**config.mk**
```make
export PLATFORM = sky130hd
export DESIGN_NAME = if_id_register
export DESIGN_NICKNAME = d
export VERILOG_FILES = /design/src/design/if_pkg.sv /design/src/design/if_id_register.sv
export SDC_FILE = /design/constraint.sdc
export NUM_CORES = 1
export LEC_CHECK = 0
export BUFFER_PORTS_ARGS = -buffer_cell sky130_fd_sc_hd__buf_4
export CAP_MARGIN = 20
export CORE_MARGIN = 4
export CORE_UTILIZATION = 44
export DETAILED_ROUTE_END_ITERATION = 6
export PLACE_DENSITY = 0.79
export SLEW_MARGIN = 20
export SYNTH_ARGS = -nofsm -noshare
export SYNTH_HDL_FRONTEND = slang
export SYNTH_SLANG_ARGS = --single-unit
```
**constraint.sdc**
```tcl
create_clock -name i_clk -period 1 [get_ports i_clk]
set_input_delay 0.15 -clock i_clk [delete_from_list [all_inputs] [get_ports i_clk]]
set_output_delay 0.15 -clock i_clk [all_outputs]
set_load 0.05 [all_outputs]
```
**src/design/if_pkg.sv**
```systemverilog
package if_pkg;

    // Datapath width for PC, addresses and instruction words
    localparam int NBITS = 32;

    // Instruction memory geometry in 32-bit words
    localparam int IMEM_DEPTH = 256;
    localparam int IMEM_AW    = $clog2(IMEM_DEPTH);    // Word index width

    // Sequential PC increment in bytes
    localparam logic [NBITS-1:0] PC_STEP = 32'd4;

    // First fetch address after reset
    localparam logic [NBITS-1:0] RESET_PC = 32'h0000_0000;

    // Bubble marker in the IF/ID register
    localparam logic [NBITS-1:0] NOP_INSTR = 32'h0000_0000;

endpackage

```
**src/design/if_id_register.sv**
```systemverilog
`timescale 1ns / 1ps

module if_id_register (
    input   logic                       i_clk,
    input   logic                       i_rst_n,              // Sync reset, active low

    // Control
    input   logic                       i_stall,              // Hold contents
    input   logic                       i_flush,              // Squash the wrong path fetch

    // From fetch
    input   logic [if_pkg::NBITS-1:0]   i_pc_plus4,           // Sequential PC of this fetch
    input   logic [if_pkg::NBITS-1:0]   i_instr,              // Fetched word

    // To decode
    output  logic                       o_valid,              // Entry carries a real instruction
    output  logic [if_pkg::NBITS-1:0]   o_pc_plus4,
    output  logic [if_pkg::NBITS-1:0]   o_instr
);

    import if_pkg::*;

    logic             valid_q;
    logic [NBITS-1:0] pc_plus4_q;
    logic [NBITS-1:0] instr_q;

    // Reset and flush leave the same bubble behind
    // Stall is checked before flush so a held entry survives a pending jump
    always_ff @(posedge i_clk) begin
        if (!i_rst_n) begin
            valid_q    <= 1'b0;
            pc_plus4_q <= '0;
            instr_q    <= NOP_INSTR;
        end else if (i_stall) begin
            valid_q    <= valid_q;                            // Hold
            pc_plus4_q <= pc_plus4_q;
            instr_q    <= instr_q;
        end else if (i_flush) begin
            valid_q    <= 1'b0;                               // Bubble
            pc_plus4_q <= '0;
            instr_q    <= NOP_INSTR;
        end else begin
            valid_q    <= 1'b1;                               // Capture new fetch
            pc_plus4_q <= i_pc_plus4;
            instr_q    <= i_instr;
        end
    end

    assign o_valid    = valid_q;
    assign o_pc_plus4 = pc_plus4_q;
    assign o_instr    = instr_q;

endmodule

```
==> key figures <==
Setup path
  • CP Capture Type: primary output
  • CP Data Arrival Time: 0.83 ns
  • Worst setup path start: o_instr[19]
  • Crit path cell chain: buf_8
  • Critical-path top delay cell: dfxtp_2
  • CP Class: reg2out
  • Worst Path Required: 0.85 ns
  • Crit path largest cell delay: 0.36 ns
  • Crit path launch type: flip-flop
  • CP max FO: 2
  • Top delay family on crit path: flip-flops
  • RR Startpoint: o_instr[19]
  • Crit path buf inv count: 1

Finish
  • Non-filler cells, final: 490
  • Share of layout cells above drive strength 1: 56.0%
  • Ant diodes: 0
  • Area delta synth->final: 69.6%
  • Fillcell total: 364
  • Fin nets: 483

Drt
  • Pre-antenna DRT Iters: 5
  • Avg Vias per Cell: 5.16
  • Detailed Route Iter0 Violations: 131
  • DRT antenna net count: 0
  • Routed WL: 7.51 mm
  • Detailed-route via count: 2529
  • Routed wire per std cell: 15.3 µm
  • DRC Markers: 0

Placed design
  • Port Buffers: 132
  • DP Wirelength: 4.76 mm
  • Placed Instances: 469
  • Gpl congestion: 0.737

Global route
  • Tot GR Track Use: 20.9%
  • Pin count of the biggest net entering global routing: 60
  • First-pass GRT wire length: 10.7 mm
  • Grt total ovfl: 0
  • Antenna violations before repair: 0
  • Vias in the first global route: 2388

Pwr
  • VDD IR max: 1.04 mV
  • Final Power: 6300 µW
  • PwrDens: 1540 mW/mm²
  • Leakage: 0.00179 µW

Floorplanning
  • Initial core utilization: 46.4%
  • Die height: 82.1 µm
  • Die ar.: 0.00673 mm²
  • Core Area: 0.00520 mm²
  • Die W: 82.1 µm
  • I/O pin cnt: 133
  • Site Rows: 26

Yosys
  • Number of flops mapped to enable cells by yosys: 0
  • Average size of a mapped cell: 8.41 µm²
  • Post-synthesis cell type count: 14
  • Instance count of the mapped netlist: 287
  • Synth Flop Type: dfxtp_1
  • Top-count cell post-synth: dfxtp_1
  • Post-synthesis sequential area ratio: 53.9%
  • Synth top cells by count: 65 x dfxtp_1, 64 x nand2_1, 63 x nand3_1, 50 x o21ai_1, 11 x clkbuf_1
  • Synth top area cells: dfxtp_1 54%, nand3_1 13%, o21ai_1 10%
  • Synth Register Bits: 65
  • Async S/R FF share, synth: 0%
  • Cell Area, Synth: 0.00241 mm²
  • Synth top area share: 53.9%
  • Post-Syn Nets: 355
  • Ys Warns: 0
  • Synth area leader: dfxtp_1

Timing
  • Final Skew: 0 ns
  • Final hold vios: 0
  • Setup Viol. Count Final: 0
  • Tmin final: 0.981 ns
  • Fmax: 1020 MHz
  • Final period utilization: 98.1%
  • Slew @ Worst Pin: 0.335 ns
  • Slew headroom: 77.7%
  • Max Slew Vio Count: 0
  • TNS Setup: 0 ns
  • RSZ-0062 raised after global routing: true

Clock tree
  • Clock Tree Root: clkbuf_8
  • Sink Count: 65
  • Clock Tree Buf Depth: 2
  • Total CTS buffers: 9
  • H-tree level count: 3
  • Clock transition at path regs: 0.07 ns
  • CTS tree: yes
  • Hold bufs inserted after CTS: 0
  • Worst-skew pair later-pin latency: 0.32 ns

Hold path
  • Hold Path Class: in2reg
  • Worst min-delay path startpoint: i_instr[24]

Job
  • Max-cap violations: 0

Outcome
  • Status: finished, final reports clean
==> placed cells by master, fill, tap and decap left out <==
| cell | instances |
|---|---|
| or2_2 | 1 |
| a21boi_1 | 1 |
| o21ai_0 | 4 |
| o21ai_2 | 9 |
| buf_4 | 75 |
| dfxtp_2 | 65 |
| nor4bb_1 | 1 |
| clkbuf_1 | 2 |
| bufinv_16 | 1 |
| buf_12 | 5 |
| a31o_2 | 1 |
| buf_8 | 22 |
| o21ai_1 | 50 |
| nand3_1 | 63 |
| clkbuf_8 | 12 |
| clkinv_2 | 1 |
| buf_6 | 43 |
| nand2_1 | 64 |
==> report_power, final <==
| group | switching (µW) | internal [µW] | leakage (µW) | total [µW] |
|---|---|---|---|---|
| sequential | 81.2 | 2710 | 0.000559 | 2800 |
| clock | 942 | 1360 | 0.000107 | 2300 |
| combinational | 690 | 511 | 0.00112 | 1200 |
==> worst paths after layout <==
kind,to,slack (ns),cells past startpoint
setup / recovery,o_instr[19],0.02,1
hold / removal,o_instr[24],0.06,3
hold reg to reg,o_pc_plus4[21],0.48,2
setup reg to reg,o_instr[19],0.26,3
==> flip-flops by register name, indices dropped and copies added, names as in the netlist <==
name        flops
o_instr        32
o_pc_plus4     32
o_valid         1
==> cells by family after synthesis <==
kind of cell,count (synthesis),share of synthesized area (%)
DFF,65,53.9
and+or+nand+nor,129,23.7
buffers and inverters,28,7.26
AOI/OAI and AO/OA,65,15.1
==> stage by stage <==
step           util (%)  hold WS (ns)  setup slack (ns)  cell area [µm²]
6_report           78.6        0.0582            0.0193             4090
3_3_place_gp       66.1         0.392           -0.0370             3440
5_1_grt            78.6        0.0467           -0.0125             4090
2_1_floorplan         -         0.283            0.0998             2410
4_1_cts            75.8        0.0453          0.000433             3950
3_5_place_dp       66.1         0.400           -0.0822             3440
==> what timing repair did <==
| item | in CTS | in global routing |
|---|---|---|
| gates resized for setup | 109 | 43 |
| setup buffers | 0 | 5 |
| setup endpoints to repair | 65 | 41 |
==> final cells by class <==
cell class | count | area, µm² | area share, %
clock buffers | 14 | 173 | 4.22
clock inverters | 2 | 35.0 | 0.856
repair buffers | 145 | 1480 | 36.1
well taps | 70 | 87.6 | 2.14
flip-flops and latches | 65 | 1380 | 33.8
multi-input cells | 194 | 937 | 22.9
==> layer usage <==
layer	part of all wire [%]	global-route usage [%]
met5	0	0
met4	2.1	10.3
met3	9.4	6.03
met2	52	36.1
met1	36	23.5
No activity file was read; power rests on OpenSTA's default activity.
