==> src/design/if_pkg.sv <==
package if_pkg;

    // Datapath width for PC, addresses and instruction words
    localparam int NBITS = 32;

    // Instruction memory geometry in 32-bit words
    localparam int IMEM_DEPTH = 256;
    localparam int IMEM_AW    = $clog2(IMEM_DEPTH);    // Word index width

    // Sequential PC increment in bytes
    localparam logic [NBITS-1:0] PC_STEP = 32'd4;

    // First fetch address after reset
    localparam logic [NBITS-1:0] RESET_PC = 32'h0000_0000;

    // Bubble marker in the IF/ID register
    localparam logic [NBITS-1:0] NOP_INSTR = 32'h0000_0000;

endpackage

==> src/design/program_counter.sv <==
`timescale 1ns / 1ps

module program_counter (
    input   logic                       i_clk,
    input   logic                       i_rst_n,              // Sync reset, active low

    // Next PC selection
    input   logic                       i_sel_jump,           // Take the jump target
    input   logic                       i_hazard_detected,    // Hold the current PC
    input   logic [if_pkg::NBITS-1:0]   i_jump_pc,            // Jump target from a later stage

    // Outputs
    output  logic [if_pkg::NBITS-1:0]   o_pc,                 // Current fetch address
    output  logic [if_pkg::NBITS-1:0]   o_pc_plus4            // Sequential address
);

    import if_pkg::*;

    logic [NBITS-1:0] pc_q;                                   // PC register
    logic [NBITS-1:0] pc_seq;                                 // PC plus one word
    logic [NBITS-1:0] pc_nxt;                                 // Value loaded on the next edge

    // Sequential increment, wraps at the top of the address space
    assign pc_seq = pc_q + PC_STEP;

    // Next PC by priority
    // A stall wins over a jump, so a jump raised under a hazard is dropped here
    // and must be held by the requesting stage until the hazard clears
    always_comb begin
        if (i_hazard_detected) begin
            pc_nxt = pc_q;                                    // Stall
        end else if (i_sel_jump) begin
            pc_nxt = i_jump_pc;                               // Redirect
        end else begin
            pc_nxt = pc_seq;                                  // Fall through
        end
    end

    always_ff @(posedge i_clk) begin
        if (!i_rst_n) begin
            pc_q <= RESET_PC;
        end else begin
            pc_q <= pc_nxt;
        end
    end

    assign o_pc       = pc_q;
    assign o_pc_plus4 = pc_seq;                               // Also the link value for decode

endmodule

==> config.mk <==
export PLATFORM = sky130hd
export DESIGN_NAME = program_counter
export DESIGN_NICKNAME = d
export VERILOG_FILES = /design/src/design/if_pkg.sv /design/src/design/program_counter.sv
export SDC_FILE = /design/constraint.sdc
export NUM_CORES = 1
export LEC_CHECK = 0
export BUFFER_PORTS_ARGS = -buffer_cell sky130_fd_sc_hd__buf_2
export CAP_MARGIN = 0
export CORE_ASPECT_RATIO = 2
export CORE_MARGIN = 2
export CORE_UTILIZATION = 35
export CTS_BUF_LIST = sky130_fd_sc_hd__clkbuf_8
export CTS_CLUSTER_SIZE = 25
export DETAILED_ROUTE_END_ITERATION = 10
export PLACE_DENSITY = 0.6
export REMOVE_ABC_BUFFERS = 1
export SYNTH_ARGS = -nofsm -noshare
export SYNTH_HDL_FRONTEND = slang
export SYNTH_SLANG_ARGS = --single-unit
==> constraint.sdc <==
create_clock -name i_clk -period 2.39 [get_ports i_clk]
set_input_delay 0.478 -clock i_clk [delete_from_list [all_inputs] [get_ports i_clk]]
set_output_delay 0.478 -clock i_clk [all_outputs]
set_load 0.05 [all_outputs]
==> key figures, run 1 <==
Status
  • Result of the run: finished clean

CTS
  • Number of buffers on the longest clock path: 2
  • CTS Root Buffer Type: sky130_fd_sc_hd__clkbuf_8
  • CTS tree: built
  • Clock latency of the later-clocked register in the worst-skew pair: 290 ps
  • TritonCTS sink count: 32
  • CTS H-tree lvls: 2
  • Cts-stage hold buffer count: 0
  • Total clock buffers created by CTS: 5
  • Clock transition at the registers of the reported paths: 60 ps

Global route
  • GRT overflow: 0
  • Met1 usage: between 20% and 30%
  • Largest net degree at the start of global routing: 51
  • M3 GR Usage: 2.77%
  • Via count of the first global-routing pass: 2782
  • Wire length of the first global-routing pass: 13100 µm
  • Number of antenna violations at the first check in global routing: 0
  • Overall Global Routing Usage: 21.6%
  • Layer with the highest usage after global routing: met2
  • Met2 routing resource usage after global routing: 41.1%

Place
  • Number of buffers added on ports: slightly below 100
  • RePlAce Congestion: 0.837
  • DP HPWL: about 6300 µm

Layout
  • Commonest non-fill, non-tap cells in the layout: sky130_fd_sc_hd__buf_2 (84), sky130_fd_sc_hd__buf_4 (56), sky130_fd_sc_hd__nand2_1 (29)
  • Post-synthesis to final-layout area growth: 48.2%
  • Number of nets at the end of the flow: 477
  • Number of diodes added for antenna fixing: 0
  • Number of flip-flops under the largest register name: 32
  • Area of the multi-input gates: roughly 0.0018 mm²
  • Fraction of layout instances using a drive strength above 1: 45.9%
  • Fill count: 677
  • Sequential cell area: between 600 and 700 µm²
  • Most frequent standard cell in the layout excluding fill and tap cells: sky130_fd_sc_hd__buf_2

Worst setup path
  • Endpoint type of the worst setup path: output port
  • Number of buffers and inverters on the critical path: 3
  • Critical path arrival: 1890 ps
  • Delay of the slowest cell on the worst path: around 350 ps
  • Category of cells accounting for the largest share of critical-path delay: simple AND/OR/NAND/NOR gates
  • Slowest CP cell: sky130_fd_sc_hd__dfxtp_2
  • Data required, critical path: 1910 ps
  • Dominant cell type by count on the critical path: sky130_fd_sc_hd__buf_6
  • Critical Path, Cell by Cell: buf_6 -> nand4_1 -> buf_6 -> nor4_4 -> and3_4 -> xor2_1 -> buf_4
  • Critical path fanouts, max: 4
  • Worst Setup Start Kind: flop
  • Type of the worst setup path: flop to output port

Synth
  • Post-synthesis cell type count: 48
  • Dominant synthesized flop cell: sky130_fd_sc_hd__dfxtp_1
  • Synthesized area per cell: 7.73 µm²
  • Async SR Flop Fraction: 0%
  • Count of state elements after synthesis: 32
  • Cell type contributing the most total cell area after synthesis: sky130_fd_sc_hd__dfxtp_1
  • Post-Synthesis Cell Area: between 0.002 and 0.0025 mm²
  • Share of Yosys cell area claimed by the top area cell type: 26.5%
  • Post-synth EDFFs: 0
  • Share of the yosys chip area belonging to registers: 26.5%
  • YS warnings: 0
  • Cells after Synth: 313
  • Top post-synthesis cells by area: sky130_fd_sc_hd__dfxtp_1 (26%), sky130_fd_sc_hd__xor2_1 (5.4%), sky130_fd_sc_hd__xnor2_1 (4.7%)

Timing
  • Number of hold violations in the final report: 0
  • Worst Max-Slew Pin Slew: around 470 ps
  • Final Cycle Share: between 90% and 100%
  • Final worst hold slack: 465 ps
  • Fmax: approximately 420 MHz
  • Setup violations, final: 0
  • Headroom to the max-slew limit: about 69%
  • Unrepaired setup endpoints after global routing: true
  • Worst setup skew after layout: about 8.0 ps
  • Max Transition Viols Final: 0
  • Setup TNS: 0 ps
  • Min Clock Period, post-route: 2370 ps

Die
  • Starting density of the core: 36.3%
  • FP Rows: between 40 and 50
  • Core Footprint: 0.00667 mm²
  • Chip Height: approximately 120 µm
  • Die outline area: 0.00764 mm²
  • I/O pin total: 100
  • Die width: 62.8 µm

Pwr
  • Net Sw Power: 605 µW
  • Combinational cell fraction of total power: 35.3%
  • Sequential group share of total power: 38.9%
  • Clk network pwr share: 25.8%
  • Internal power: around 920 µW
  • Design Power: 1.53 mW
  • Switching share of total power: 39.6%
  • IR drop worst, VDD: 0.292 mV
  • Static leakage: 1.73 nW
  • Power per standard cell area: ~430 mW/mm²

Drt
  • Routed length per instance: around 16 µm
  • Violation count after the first detailed-route iteration: 121
  • Number of optimization iterations in the first detailed-route pass: 4
  • DR DRC count: 0
  • DRT antenna net count: 0
  • Count of vias placed by the detailed router: roughly 2900
  • Number of vias per cell: ~5.5
  • Total wirelength of the detailed-routed design: roughly 8500 µm

Job
  • Max-capacitance violation count: 0

Worst hold path
  • Tightest Hold Check Type: input pin to flop
[cells in the mapped netlist (2+ instances only)]
cell / instances
sky130_fd_sc_hd__a211oi_1: 2
sky130_fd_sc_hd__a21boi_1: 2
sky130_fd_sc_hd__a21oi_1: 22
sky130_fd_sc_hd__a22o_1: 6
sky130_fd_sc_hd__a22oi_1: 4
sky130_fd_sc_hd__a31oi_1: 4
sky130_fd_sc_hd__a32o_1: 4
sky130_fd_sc_hd__and2_1: 3
sky130_fd_sc_hd__and3_1: 7
sky130_fd_sc_hd__and4_1: 6
sky130_fd_sc_hd__buf_1: 2
sky130_fd_sc_hd__buf_2: 7
sky130_fd_sc_hd__buf_4: 4
sky130_fd_sc_hd__clkbuf_1: 12
sky130_fd_sc_hd__dfxtp_1: 32
sky130_fd_sc_hd__inv_1: 5
sky130_fd_sc_hd__mux2i_1: 9
sky130_fd_sc_hd__nand2_1: 30
sky130_fd_sc_hd__nand2_2: 2
sky130_fd_sc_hd__nand3_1: 15
sky130_fd_sc_hd__nand3_2: 2
sky130_fd_sc_hd__nand4_1: 6
sky130_fd_sc_hd__nand4_4: 2
sky130_fd_sc_hd__nor2_1: 26
sky130_fd_sc_hd__nor2b_1: 7
sky130_fd_sc_hd__nor3_1: 9
sky130_fd_sc_hd__nor3b_1: 3
sky130_fd_sc_hd__nor4_1: 3
sky130_fd_sc_hd__nor4_2: 3
sky130_fd_sc_hd__nor4_4: 3
sky130_fd_sc_hd__o211ai_1: 2
sky130_fd_sc_hd__o21a_1: 2
sky130_fd_sc_hd__o21ai_0: 21
sky130_fd_sc_hd__o31ai_1: 4
sky130_fd_sc_hd__or3_1: 3
sky130_fd_sc_hd__xnor2_1: 13
sky130_fd_sc_hd__xor2_1: 15
[per-layer routing]
layer	share of wire, %	up-vias
met2	55	99
met3	3.9	29
li1	-	1385
met5	0	-
met1	36	1372
met4	5.0	0
[cell families (layout without fill, tap and decap cells)]
logic type               Yosys count  count (layout)  synth area share [%]
flip-flops                        32              32                  26.5
AO/OA/AOI/OAI                     80              80                  21.1
buffers and inverters             31             158                  5.79
XOR/XNOR                          28              28                  10.1
AND/OR/NAND/NOR                  132             132                  32.3
multiplexers                       9               9                  3.72
adder cells (fa/ha/maj)            1               1                 0.517
[stage by stage]
step | std cells | area, µm² | worst slack, ps | util [%]
6_report | 528 | 3590 | 19.3 | 53.7
3_5_place_dp | 511 | 3180 | 47.8 | 47.6
4_1_cts | 519 | 3410 | 3.43 | 51.0
3_3_place_gp | 511 | 3180 | 112 | 47.6
2_1_floorplan | 288 | 2300 | -669 | -
5_1_grt | 528 | 3590 | -77.8 | 53.7
[repair_timing]
action / in CTS / in global routing
pin swaps: 4 / 23
endpoints found under the hold margin: 0 / 0
buffers inserted: 1 / 9
endpoints found under the setup margin: 18 / 17
gates resized for setup: 42 / 34
cloned: 0 / 0
[area by class of cell]
class / instances / share of cell area (%)
repair buffers: 145 / 24.9
clock buffers: 5 / 1.92
multi-input cells: 250 / 50.8
flip-flops and latches: 32 / 18.4
well taps: 88 / 3.07
inverters: 6 / 0.628
clock inverters: 2 / 0.244
[worst reg2reg max path: stages, from the launching register on]
cell and delay [ps]:
sky130_fd_sc_hd__dfxtp_2 340, sky130_fd_sc_hd__buf_4 160, sky130_fd_sc_hd__nand4_1 200, sky130_fd_sc_hd__nor3_2 280, sky130_fd_sc_hd__nand3_2 160, sky130_fd_sc_hd__or3_1 380, sky130_fd_sc_hd__a31oi_1 160
[power by group through the flow]
stage	logic [mW]	clock network, mW	registers (mW)
floorplan	0.208	0	0.724
finish	0.539	0.394	0.595
global route	0.572	0.428	0.599
global placement	0.520	0	0.597
CTS	0.533	0.401	0.590
detailed placement	0.522	0	0.599
[worst paths after layout]
kind	startpoint	endpoint	slack, ps	cells after the start
setup / recovery	o_pc[8]$_SDFFE_PN0N_	o_pc_plus4[18]	20	7
hold / removal	i_jump_pc[0]	o_pc[0]$_SDFFE_PN0P_	470	3
setup reg to reg	o_pc[10]$_SDFFE_PN0N_	o_pc[24]$_SDFFE_PN0N_	640	6
hold reg to reg	o_pc[8]$_SDFFE_PN0N_	o_pc[8]$_SDFFE_PN0N_	520	2
(Power assumes the default switching activity.)
==> run 2, diff against run 1 <==
--- a/config.mk
+++ b/config.mk
@@ -7,13 +7,15 @@
 export LEC_CHECK = 0
 export BUFFER_PORTS_ARGS = -buffer_cell sky130_fd_sc_hd__buf_2
 export CAP_MARGIN = 0
+export CELL_PAD_IN_SITES_DETAIL_PLACEMENT = 0
+export CELL_PAD_IN_SITES_GLOBAL_PLACEMENT = 2
 export CORE_ASPECT_RATIO = 2
 export CORE_MARGIN = 2
-export CORE_UTILIZATION = 35
+export CORE_UTILIZATION = 27
 export CTS_BUF_LIST = sky130_fd_sc_hd__clkbuf_8
 export CTS_CLUSTER_SIZE = 25
 export DETAILED_ROUTE_END_ITERATION = 10
-export PLACE_DENSITY = 0.6
+export PLACE_DENSITY = 0.82
 export REMOVE_ABC_BUFFERS = 1
 export SYNTH_ARGS = -nofsm -noshare
 export SYNTH_HDL_FRONTEND = slang
==> key figures, run 2 (synthesized netlist as in run 1, its figures left out) <==
Place
  • Number of buffers added on ports: 99 (unchanged)
  • RePlAce Congestion: 0.895 (+6.9%)
  • Place WS: 60.2 ps (+12.4 ps)
  • Total instance count after detailed placement: 531 (+3.9%)
  • DP HPWL: 7050 µm (+12%)

Drt
  • Number of optimization iterations in the first detailed-route pass: 7 (+3)
  • DRT antenna net count: 0 (unchanged)
  • Routed length on met2: 5450 µm (+17%)
  • DR DRC count: 0 (unchanged)
  • Met3 routed WL: 366 µm (+11%)
  • Wire length on met1: 3260 µm (+5.8%)
  • Count of vias placed by the detailed router: 2931 (+1.6%)
  • Total wirelength of the detailed-routed design: 9370 µm (+10%)
  • Highest layer used for signal routing: met4
  • Violation count after the first detailed-route iteration: 155 (+28%)
  • Number of vias per cell: 5.33 (-2.5%)
  • Routed length per instance: 17.0 µm (+6.0%)

Die
  • Starting density of the core: 28.0% (-8.3 points)
  • Core Footprint: 0.00865 mm² (+30%)
  • Chip Height: 138 µm (+13%)
  • Die outline area: 0.00978 mm² (+28%)
  • I/O pin total: 100 (unchanged)
  • FP Rows: 48 (+14%)
  • Die width: 70.9 µm (+13%)

Worst setup path
  • Slowest CP cell: sky130_fd_sc_hd__dfxtp_4
  • Number of buffers and inverters on the critical path: 2 (-1)
  • Critical path arrival: 1880 ps (about the same)
  • Critical Path, Cell by Cell: ha_4 -> and3_4 -> nand4_1 -> nor3_2 -> buf_4 -> xor2_1 -> buf_4
  • Worst Setup Start Kind: flop
  • Delay of the slowest cell on the worst path: 370 ps (+20 ps)
  • Type of the worst setup path: flop to output port
  • Category of cells accounting for the largest share of critical-path delay: simple AND/OR/NAND/NOR gates
  • Data required, critical path: 1910 ps (about the same)
  • Register-to-Register Setup Slack: 610 ps (-30 ps)
  • Depth of the most critical reg-to-reg path: 6 (unchanged)
  • Endpoint type of the worst setup path: output port
  • Launch instance of the worst register-to-register path: o_pc[19]$_SDFFE_PN0N_
  • Critical path fanouts, max: 3 (-1)
  • Dominant cell type by count on the critical path: sky130_fd_sc_hd__buf_4
  • End of the worst register-to-register path: o_pc[24]$_SDFFE_PN0N_

CTS
  • CTS H-tree lvls: 2 (unchanged)
  • Clock transition at the registers of the reported paths: 60 ps (about the same)
  • TritonCTS sink count: 32 (unchanged)
  • CTS tree: built
  • Total clock buffers created by CTS: 5 (unchanged)
  • Number of buffers on the longest clock path: 2 (unchanged)
  • Clock latency of the later-clocked register in the worst-skew pair: 290 ps (about the same)
  • CTS Root Buffer Type: sky130_fd_sc_hd__clkbuf_8

Timing
  • Min Clock Period, post-route: 2360 ps (-13.2 ps)
  • Setup violations, final: 0 (unchanged)
  • Final Cycle Share: 98.6% (-0.55 points)
  • Worst Max-Slew Pin Slew: 445 ps (-21.4 ps)
  • Setup TNS: 0 ps (unchanged)
  • Unrepaired setup endpoints after global routing: true
  • Headroom to the max-slew limit: 70.2% (+1.4 points)
  • Post-layout worst setup margin: 32.5 ps (+13.2 ps)
  • Worst setup skew after layout: 5.08 ps (-2.91 ps)
  • Number of hold violations in the final report: 0 (unchanged)
  • Max Transition Viols Final: 0 (unchanged)
  • Fmax: 424 MHz (+0.56%)

Global route
  • Largest net degree at the start of global routing: 34 (-33%)
  • Via count of the first global-routing pass: 2864 (+2.9%)
  • Wire length of the first global-routing pass: 14100 µm (+7.6%)
  • Number of antenna violations at the first check in global routing: 0 (unchanged)
  • GRT overflow: 0 (unchanged)
  • Overall Global Routing Usage: 18.5% (-3.2 points)

Layout
  • Post-synthesis to final-layout area growth: 53.0%
  • Commonest non-fill, non-tap cells in the layout: sky130_fd_sc_hd__buf_2 (83), sky130_fd_sc_hd__buf_4 (63), sky130_fd_sc_hd__nand2_1 (28)
  • Fill count: 903 (+33%)
  • Count of non-filler cells in the finished layout: 550 (+4.2%)
  • Number of nets at the end of the flow: 489 (+2.5%)
  • Number of flip-flops under the largest register name: 32 (unchanged)
  • Most frequent standard cell in the layout excluding fill and tap cells: sky130_fd_sc_hd__buf_2
  • Number of diodes added for antenna fixing: 0 (unchanged)
  • Fraction of layout instances using a drive strength above 1: 47.8% (+1.9 points)

Worst hold path
  • Hold Path Origin: i_jump_pc[1]
  • Tightest Hold Check Type: input pin to flop
  • Hold worst-path end: o_pc[1]$_SDFFE_PN0P_
  • Hold Crit Depth: 3 (unchanged)

Pwr
  • IR drop worst, VDD: 0.314 mV (+7.3%)
  • Power per standard cell area: 415 mW/mm² (-2.7%)
  • Design Power: 1.54 mW (+0.50%)
  • Static leakage: 1.82 nW (+5.0%)

Status
  • Result of the run: finished clean

Job
  • Max-capacitance violation count: 0 (unchanged)
## run 2: worst max path at each step
stage / to / slack (ps) / start / cells past startpoint
3_3_place_gp: o_pc_plus4[30] / 80 / o_pc[6]$_SDFFE_PN0N_ / 5
6_report: o_pc_plus4[22] / 30 / o_pc[2]$_SDFFE_PN0N_ / 7
3_5_place_dp: o_pc_plus4[30] / 60 / o_pc[6]$_SDFFE_PN0N_ / 5
4_1_cts: o_pc_plus4[24] / -10 / o_pc[9]$_SDFFE_PN0N_ / 7
2_1_floorplan: o_pc_plus4[14] / -670 / o_pc[2]$_SDFFE_PN0N_ / 5
5_1_grt: o_pc_plus4[22] / -60 / o_pc[2]$_SDFFE_PN0N_ / 7
## run 2: cell type report
class	instances	area [µm²]	area share, %
clock buffers	5	68.8	1.86
flip-flops and latches	32	668	18.0
repair buffers	157	1000	27.1
inverters	6	22.5	0.608
multi-input cells	250	1810	49.0
well taps	100	125	3.38
## run 2: worst reg2reg max path: stages (launching register included)
cell                      delay, ps
sky130_fd_sc_hd__dfxtp_1        340
sky130_fd_sc_hd__buf_4          140
sky130_fd_sc_hd__nand4_1        260
sky130_fd_sc_hd__nor3_4         300
sky130_fd_sc_hd__nand3_2        150
sky130_fd_sc_hd__or3_1          370
sky130_fd_sc_hd__a31oi_1        150
## run 2: report_power, final
part / internal [mW] / switching (mW)
clock: 0.188 / 0.198
sequential: 0.564 / 0.0307
combinational: 0.176 / 0.379
total: 0.928 / 0.608
## run 2: per-stage QoR
step | instance area [µm²] | hold slack (ps) | util, %
floorplan | 2300 | 578 | -
global placement | 3250 | 512 | 37.6
detailed placement | 3250 | 532 | 37.6
CTS | 3490 | 452 | 40.3
global route | 3700 | 467 | 42.8
finish | 3700 | 453 | 42.8
## run 2: what timing repair did
| action | in CTS | in global routing |
|---|---|---|
| setup endpoints to repair | 19 | 17 |
| hold buffers | 0 | 0 |
| gates resized for setup | 43 | 43 |
| pin swaps | 4 | 23 |
| setup buffers | 4 | 11 |
## run 2: per-layer routing
layer,track usage [%],up-vias
met5,0,-
met4,8.60,0
met3,2.11,18
met2,37.9,81
met1,17.5,1422
li1,-,1410
